**src/common/rob_pkg.sv**
```systemverilog
package rob_pkg;

    // register values and branch targets
    localparam int DATA_W = 32;

    // architectural register name
    localparam int REG_W = 5;

    // size of the architectural register file
    localparam int NUM_REGS = 1 << REG_W;

    // retire behaviour of a buffer entry
    //   OP_ALU     writes rd once its result is in
    //   OP_STORE   no rd write, leaves the head on store_done
    //   OP_BRANCH  writes rd (x0 allowed), checked against its prediction
    typedef enum logic [1:0] {
        OP_ALU    = 2'd0,
        OP_STORE  = 2'd1,
        OP_BRANCH = 2'd2
    } op_t;

endpackage

```
**src/rob/rob.sv**
```systemverilog
module rob
    import rob_pkg::*;
#(
    parameter int NICK_W = 5
) (
    input  logic              clk,
    input  logic              rst,

    input  logic              alloc_en,
    input  logic [REG_W-1:0]  alloc_rd,
    input  op_t               alloc_op,
    input  logic              alloc_pred,
    output logic              alloc_ok,
    output logic [NICK_W-1:0] alloc_nick,
    output logic              full,

    input  logic              ex_en,
    input  logic [NICK_W-1:0] ex_nick,
    input  logic [DATA_W-1:0] ex_data,
    input  logic              ex_taken,
    input  logic [DATA_W-1:0] ex_target,

    output logic              commit_en,
    output logic [REG_W-1:0]  commit_rd,
    output logic [DATA_W-1:0] commit_data,
    output logic [NICK_W-1:0] commit_nick,

    output logic              store_go,
    output logic [NICK_W-1:0] store_nick,
    input  logic              store_done,

    output logic              flush,
    output logic [DATA_W-1:0] redirect_pc
);

    // nick 0 means no producer, entries live at 1..DEPTH
    localparam int DEPTH = (1 << NICK_W) - 1;
    localparam logic [NICK_W-1:0] FIRST_NICK = NICK_W'(1);
    localparam logic [NICK_W-1:0] LAST_NICK  = NICK_W'(DEPTH);

    logic [DEPTH:1]    occupied;
    logic [DEPTH:1]    done;

    op_t               op_q     [1:DEPTH];
    logic [REG_W-1:0]  rd_q     [1:DEPTH];
    logic              pred_q   [1:DEPTH];
    logic [DATA_W-1:0] data_q   [1:DEPTH];
    logic              taken_q  [1:DEPTH];
    logic [DATA_W-1:0] target_q [1:DEPTH];

    logic [NICK_W-1:0] wr_ptr;
    logic [NICK_W-1:0] rd_ptr;

    logic head_valid;
    logic head_store;
    logic retire;

    function automatic logic [NICK_W-1:0] next_nick(input logic [NICK_W-1:0] nick);
        if (nick == LAST_NICK) begin
            return FIRST_NICK;
        end
        return nick + NICK_W'(1);
    endfunction

    // issue side
    assign full       = &occupied;
    assign alloc_ok   = alloc_en && !full;
    assign alloc_nick = wr_ptr;

    // head decode
    assign head_valid = occupied[rd_ptr];
    assign head_store = head_valid && (op_q[rd_ptr] == OP_STORE);

    // a store never commits to the register file, it waits for the memory side
    assign commit_en   = head_valid && done[rd_ptr] && !head_store;
    assign commit_rd   = rd_q[rd_ptr];
    assign commit_data = data_q[rd_ptr];
    assign commit_nick = rd_ptr;

    assign store_go   = head_store;
    assign store_nick = rd_ptr;

    // mispredicted branch at the head
    assign flush = commit_en && (op_q[rd_ptr] == OP_BRANCH)
                   && (taken_q[rd_ptr] != pred_q[rd_ptr]);
    assign redirect_pc = target_q[rd_ptr];

    assign retire = commit_en || (head_store && store_done);

    always_ff @(posedge clk) begin
        if (rst) begin
            occupied <= '0;
            done     <= '0;
            wr_ptr   <= FIRST_NICK;
            rd_ptr   <= FIRST_NICK;
        end else if (flush) begin
            // everything younger than the branch is dropped
            occupied <= '0;
            done     <= '0;
            wr_ptr   <= FIRST_NICK;
            rd_ptr   <= FIRST_NICK;
        end else begin
            if (alloc_ok) begin
                occupied[wr_ptr] <= 1'b1;
                done[wr_ptr]     <= 1'b0;
                wr_ptr           <= next_nick(wr_ptr);
            end
            if (ex_en) begin
                done[ex_nick] <= 1'b1;
            end
            // the retiring slot is occupied, so it never collides with the new one
            if (retire) begin
                occupied[rd_ptr] <= 1'b0;
                done[rd_ptr]     <= 1'b0;
                rd_ptr           <= next_nick(rd_ptr);
            end
        end
    end

    // entry payload
    always_ff @(posedge clk) begin
        if (alloc_ok) begin
            op_q[wr_ptr]   <= alloc_op;
            rd_q[wr_ptr]   <= alloc_rd;
            pred_q[wr_ptr] <= alloc_pred;
        end
        if (ex_en) begin
            data_q[ex_nick]   <= ex_data;
            taken_q[ex_nick]  <= ex_taken;
            target_q[ex_nick] <= ex_target;
        end
    end

    // execute units only report on live entries
    ex_to_live_entry: assert property (
        @(posedge clk) disable iff (rst)
        ex_en |-> (ex_nick != '0) && occupied[ex_nick]
    ) else $error("ex_en to unoccupied nick %0d", ex_nick);

    // memory side answers only a released store
    store_done_in_window: assert property (
        @(posedge clk) disable iff (rst)
        store_done |-> store_go
    ) else $error("store_done without a pending store");

    // flush commits the branch, then the buffer restarts empty at nick 1
    flush_restart: assert property (
        @(posedge clk) disable iff (rst)
        flush |-> commit_en ##1 (alloc_nick == FIRST_NICK && !commit_en && !store_go)
    ) else $error("buffer not empty after flush");

endmodule

```
**src/source/rename_regfile.sv**
```systemverilog
module rename_regfile
    import rob_pkg::*;
#(
    parameter int NICK_W = 5
) (
    input  logic              clk,
    input  logic              rst,

    // new producer from the issue side
    input  logic              alloc_ok,
    input  logic [REG_W-1:0]  alloc_rd,
    input  logic [NICK_W-1:0] alloc_nick,

    // retirement write
    input  logic              commit_en,
    input  logic [REG_W-1:0]  commit_rd,
    input  logic [DATA_W-1:0] commit_data,
    input  logic [NICK_W-1:0] commit_nick,

    input  logic              flush,

    input  logic [REG_W-1:0]  rd_addr,
    output logic [DATA_W-1:0] rd_data,
    output logic              rd_busy,
    output logic [NICK_W-1:0] rd_tag
);

    logic [DATA_W-1:0] regs [NUM_REGS];
    logic [NICK_W-1:0] tags [NUM_REGS];

    logic commit_wr;
    logic alloc_wr;

    // x0 is never written and never renamed
    assign commit_wr = commit_en && (commit_rd != '0);
    assign alloc_wr  = alloc_ok && (alloc_rd != '0);

    always_ff @(posedge clk) begin
        if (rst) begin
            for (int i = 0; i < NUM_REGS; i++) begin
                regs[i] <= '0;
            end
        end else if (commit_wr) begin
            regs[commit_rd] <= commit_data;
        end
    end

    always_ff @(posedge clk) begin
        if (rst || flush) begin
            for (int i = 0; i < NUM_REGS; i++) begin
                tags[i] <= '0;
            end
        end else begin
            // only the latest producer may release the register
            if (commit_wr && (tags[commit_rd] == commit_nick)) begin
                tags[commit_rd] <= '0;
            end
            // a same-cycle allocation overrides the release above
            if (alloc_wr) begin
                tags[alloc_rd] <= alloc_nick;
            end
        end
    end

    assign rd_data = (rd_addr == '0) ? '0 : regs[rd_addr];
    assign rd_tag  = tags[rd_addr];
    assign rd_busy = (rd_tag != '0);

    x0_never_tagged: assert property (
        @(posedge clk) disable iff (rst)
        tags[0] == '0
    ) else $error("x0 holds producer tag %0d", tags[0]);

endmodule

```
**src/source/rob_top.sv**
```systemverilog
module rob_top
    import rob_pkg::*;
#(
    parameter int NICK_W = 5
) (
    input  logic              clk,
    input  logic              rst,

    input  logic              alloc_en,
    input  logic [REG_W-1:0]  alloc_rd,
    input  op_t               alloc_op,
    input  logic              alloc_pred,
    output logic              alloc_ok,
    output logic [NICK_W-1:0] alloc_nick,
    output logic              full,

    input  logic              ex_en,
    input  logic [NICK_W-1:0] ex_nick,
    input  logic [DATA_W-1:0] ex_data,
    input  logic              ex_taken,
    input  logic [DATA_W-1:0] ex_target,

    output logic              store_go,
    output logic [NICK_W-1:0] store_nick,
    input  logic              store_done,

    output logic              flush,
    output logic [DATA_W-1:0] redirect_pc,

    input  logic [REG_W-1:0]  rd_addr,
    output logic [DATA_W-1:0] rd_data,
    output logic              rd_busy,
    output logic [NICK_W-1:0] rd_tag,

    // retirement, visible for observation
    output logic              commit_en,
    output logic [NICK_W-1:0] commit_nick
);

    logic [REG_W-1:0]  commit_rd;
    logic [DATA_W-1:0] commit_data;

    rob #(
        .NICK_W(NICK_W)
    ) u_rob (
        .clk        (clk),
        .rst        (rst),
        .alloc_en   (alloc_en),
        .alloc_rd   (alloc_rd),
        .alloc_op   (alloc_op),
        .alloc_pred (alloc_pred),
        .alloc_ok   (alloc_ok),
        .alloc_nick (alloc_nick),
        .full       (full),
        .ex_en      (ex_en),
        .ex_nick    (ex_nick),
        .ex_data    (ex_data),
        .ex_taken   (ex_taken),
        .ex_target  (ex_target),
        .commit_en  (commit_en),
        .commit_rd  (commit_rd),
        .commit_data(commit_data),
        .commit_nick(commit_nick),
        .store_go   (store_go),
        .store_nick (store_nick),
        .store_done (store_done),
        .flush      (flush),
        .redirect_pc(redirect_pc)
    );

    rename_regfile #(
        .NICK_W(NICK_W)
    ) u_rename_regfile (
        .clk        (clk),
        .rst        (rst),
        .alloc_ok   (alloc_ok),
        .alloc_rd   (alloc_rd),
        .alloc_nick (alloc_nick),
        .commit_en  (commit_en),
        .commit_rd  (commit_rd),
        .commit_data(commit_data),
        .commit_nick(commit_nick),
        .flush      (flush),
        .rd_addr    (rd_addr),
        .rd_data    (rd_data),
        .rd_busy    (rd_busy),
        .rd_tag     (rd_tag)
    );

endmodule

```
**config.mk**
```make
export PLATFORM = sky130hd
export DESIGN_NAME = rob_top
export DESIGN_NICKNAME = d
export VERILOG_FILES = /design/src/common/rob_pkg.sv /design/src/rob/rob.sv /design/src/source/rename_regfile.sv /design/src/source/rob_top.sv
export SDC_FILE = /design/constraint.sdc
export NUM_CORES = 2
export LEC_CHECK = 0
export BUFFER_PORTS_ARGS = -buffer_cell sky130_fd_sc_hd__buf_2
export CORE_ASPECT_RATIO = 0.6
export CORE_MARGIN = 2
export CORE_UTILIZATION = 55
export CTS_CLUSTER_SIZE = 10
export DETAILED_ROUTE_END_ITERATION = 10
export PLACE_DENSITY_LB_ADDON = 0.08
export SETUP_SLACK_MARGIN = 0.5
export SYNTH_ARGS = -nofsm -noshare
export SYNTH_HDL_FRONTEND = slang
export SYNTH_SLANG_ARGS = --single-unit
export TNS_END_PERCENT = 20
```
**constraint.sdc**
```tcl
create_clock -name clk -period 8.6 [get_ports clk]
set_input_delay 1.72 -clock clk [delete_from_list [all_inputs] [get_ports clk]]
set_output_delay 1.72 -clock clk [all_outputs]
set_load 0.005 [all_outputs]
```
==> results.json <==
{
  "synth_most_common_cell": "edfxtp_1",
  "arrival_ps": 5530,
  "tightest_slew_ps": 1520,
  "cp_num_buf_inv": 4,
  "vias": 75956,
  "path_delay_family": "buffers and inverters",
  "ios": 178,
  "grt_start_max_net_pins": 108,
  "rows": 145,
  "wirelength_mm": 393,
  "synth.largest_area_cell": "edfxtp_1",
  "clkLatencyLatePin_ps": 910,
  "critPathRequiredTime_ps": 6880,
  "path_class": "reg2out",
  "ir_worst_vdd_v": 0.000202,
  "syn_inst": 7523,
  "setup_viol": 0,
  "clk_pin_slew_worst_paths_ps": 50,
  "dp_hpwl_mm": 214,
  "gr-total-overflow": 0,
  "placed_cells_incl_taps": 10837,
  "whs_path_depth": 2,
  "fin_nets": 7879,
  "initial_core_util_pct": 55.2,
  "fin_crit_ps": 7250,
  "clkSinkCount": 3524,
  "io_buffers": 177,
  "drive_gt1_share_pct": 26.2,
  "violations": "max-capacitance violations, max-slew violations",
  "synth_cell_types": 75,
  "worst_path_largest_cell_delay_ps": 850,
  "regArea_mm2": 0.105,
  "p_leak_nw": 52.5,
  "fin_skew_ps": 46.1,
  "final_util_pct": 61.4,
  "critPathMostFrequentCell": "mux4_2",
  "synthArstFlopShare_pct": 0,
  "fmaxAchievable_mhz": 138,
  "syn_area_mm2": 0.143,
  "route.detailed.drc": 0,
  "cts-root-buf": "clkbuf_16",
  "yosys-top-cells-area": "edfxtp_1 72%, mux4_2 16%, nor2_1 3.3%",
  "relSlewSlack_pct": -2.19,
  "die_h_um": 400,
  "power_mw": 35.7,
  "cts_max_path_buffers": 4,
  "hold_path.class": "reg2reg",
  "core_mm2": 0.260,
  "path_cells": "buf_4, buf_12, mux4_2, mux4_2, xnor2_1, o21ai_1, nand4b_1, inv_1, buf_2",
  "rsz0062_at_grt": "false",
  "crit_cells": 9,
  "vias_per_cell": 6.70,
  "nFillCells": 18260,
  "yosys.area.top_type_share_pct": 72.2,
  "grt_pass1_wl_mm": 557,
  "synth.top_cells.by_count": "3447 x edfxtp_1, 1254 x nor2_1, 1012 x mux4_2",
  "cts_inserted_buffers": 395,
  "hold_violations": 0,
  "endpoint_kind": "primary output",
  "syn_avg_cell_area_um2": 19.1,
  "areaGrowthSynthToFinish_pct": 11.3,
  "die-width_um": 663,
  "dr.pass1.iters": 5,
  "drt_iter0_drc": 10911,
  "cts_resized": 0,
  "synth-seq-cells": 3524,
  "ys_seq_area_share_pct": 73.3,
  "cp_max_fo": 107,
  "final_cells": 11335,
  "antenna_found_initial": 31,
  "fin_setup_tns_ps": 0,
  "power_density_mw_per_mm2": 224,
  "cts_tree": "done",
  "grt_pass1_vias": 74516,
  "reg2reg_depth": 13,
  "cap_viol_max_count": 1,
  "ant_nets": 0,
  "post_cts_buffers": 0,
  "cts_hold_buf": 0,
  "gr-usage-all-layers_pct": 29.7,
  "wl_per_cell_um": 34.6,
  "status": "complete, but fails checks",
  "drv_slew": 9,
  "die_area_mm2": 0.265,
  "h-tree-depth": 5,
  "ys.flop_type": "edfxtp_1",
  "startpoint_type": "register",
  "gp_congestion": 0.921,
  "synth-edff-count": 3447,
  "finalCritPeriodShare_pct": 84.3,
  "multiInputGateArea_mm2": 0.0367,
  "yosysWarnings": 0,
  "slowest_stage": "dfxtp_4"
}
-- worst paths after layout --
check	from	end	slack, ps
setup / recovery	register	flush	1350
hold / removal	u_rob.occupied[30]	u_rob.occupied[30]	520
setup reg to reg	register	u_rename_regfile.regs[19][20]	1450
hold reg to reg	u_rob.occupied[30]	u_rob.occupied[30]	520
-- cell type report --
type	instances	area share, %
multi-input combinational	3422	23.0
timing repair buffer	391	1.75
antenna	8	0.0125
clock inverter	16	0.140
tap	3454	2.71
sequential	3524	65.8
inverter	47	0.115
clock buffer	473	6.46
-- logic make-up after synthesis --
family / Yosys count / synth area share, %
buffers and inverters: 613 / 1.84
multiplexers: 1287 / 17.8
AO/OA/AOI/OAI: 326 / 1.65
adder cells (fa/ha/maj): 10 / 0.0872
flip-flops: 3524 / 73.3
other: 1 / 0.00261
AND/OR/NAND/NOR: 1755 / 5.27
XOR/XNOR: 7 / 0.0428
-- stage by stage --
stage / setup slack (ps) / area (um^2) / hold slack (ps)
2_1_floorplan: 2610 / 144000 / 487
3_3_place_gp: 1620 / 149000 / 500
3_5_place_dp: 1660 / 149000 / 509
4_1_cts: 1080 / 160000 / 518
5_1_grt: 919 / 160000 / 533
6_report: 1350 / 160000 / 519
-- cells in the final DEF, fill, tap and decap left out, types with 10 or more instances in the layout --
master     instances
mux2_2            39
nor2_4            32
a211oi_1          71
a21oi_1          122
edfxtp_1        3447
nor4_1            17
a32oi_1           14
o31ai_2           30
dfxtp_1           72
nor4_2            13
ha_1              10
buf_4            196
clkbuf_16        401
buf_12            20
conb_1            37
nand2b_2          29
nand4_1           17
nand2_2           32
a31oi_1           10
clkbuf_1          72
mux2i_1          204
and3_1            12
nand3_1           20
mux2i_4           32
nor2_1          1222
nand2_1          153
and2_1           135
a22oi_1           27
inv_1             46
buf_2            171
mux4_2          1012
-- state kept, by name (all words and copies together), names as in the netlist, named ones only --
register / flops
u_rob.done: 31
u_rob.op_q: 62
u_rename_regfile.regs: 1024
u_rob.pred_q: 31
u_rob.target_q: 992
u_rename_regfile.tags: 160
u_rob.data_q: 992
u_rob.rd_q: 155
u_rob.taken_q: 31
u_rob.commit_nick: 5
u_rob.occupied: 31
u_rob.alloc_nick: 5
-- worst register-to-register path, cell delays in order, from the launching register on --
cell      delay (ps)
dfxtp_4          900
buf_4            840
mux4_2           350
a21oi_1           80
a32o_1           280
nor3_4           830
buf_12           300
nor2_2           140
a21oi_1          240
nand2_1          300
nor3_2          1230
nand2_2          140
nand2b_2         660
buf_4            490
-- layer usage --
metal,GRT usage [%],vias to the layer above,routed length [um]
li1,-,30322,-
met4,6.97,12,9280
met5,0,-,71
met3,6.73,625,42300
met2,42.5,4407,171000
met1,46.9,40590,170000
-- report_power, final --
| group | internal, mW | leakage, nW | switching, mW |
|---|---|---|---|
| clock | 8.30 | 5.13 | 6.31 |
| sequential | 19.2 | 33.2 | 0.119 |
| combinational | 0.654 | 14.2 | 1.12 |
| total | 28.1 | 52.5 | 7.55 |
No activity file was read; power rests on OpenSTA's default activity.
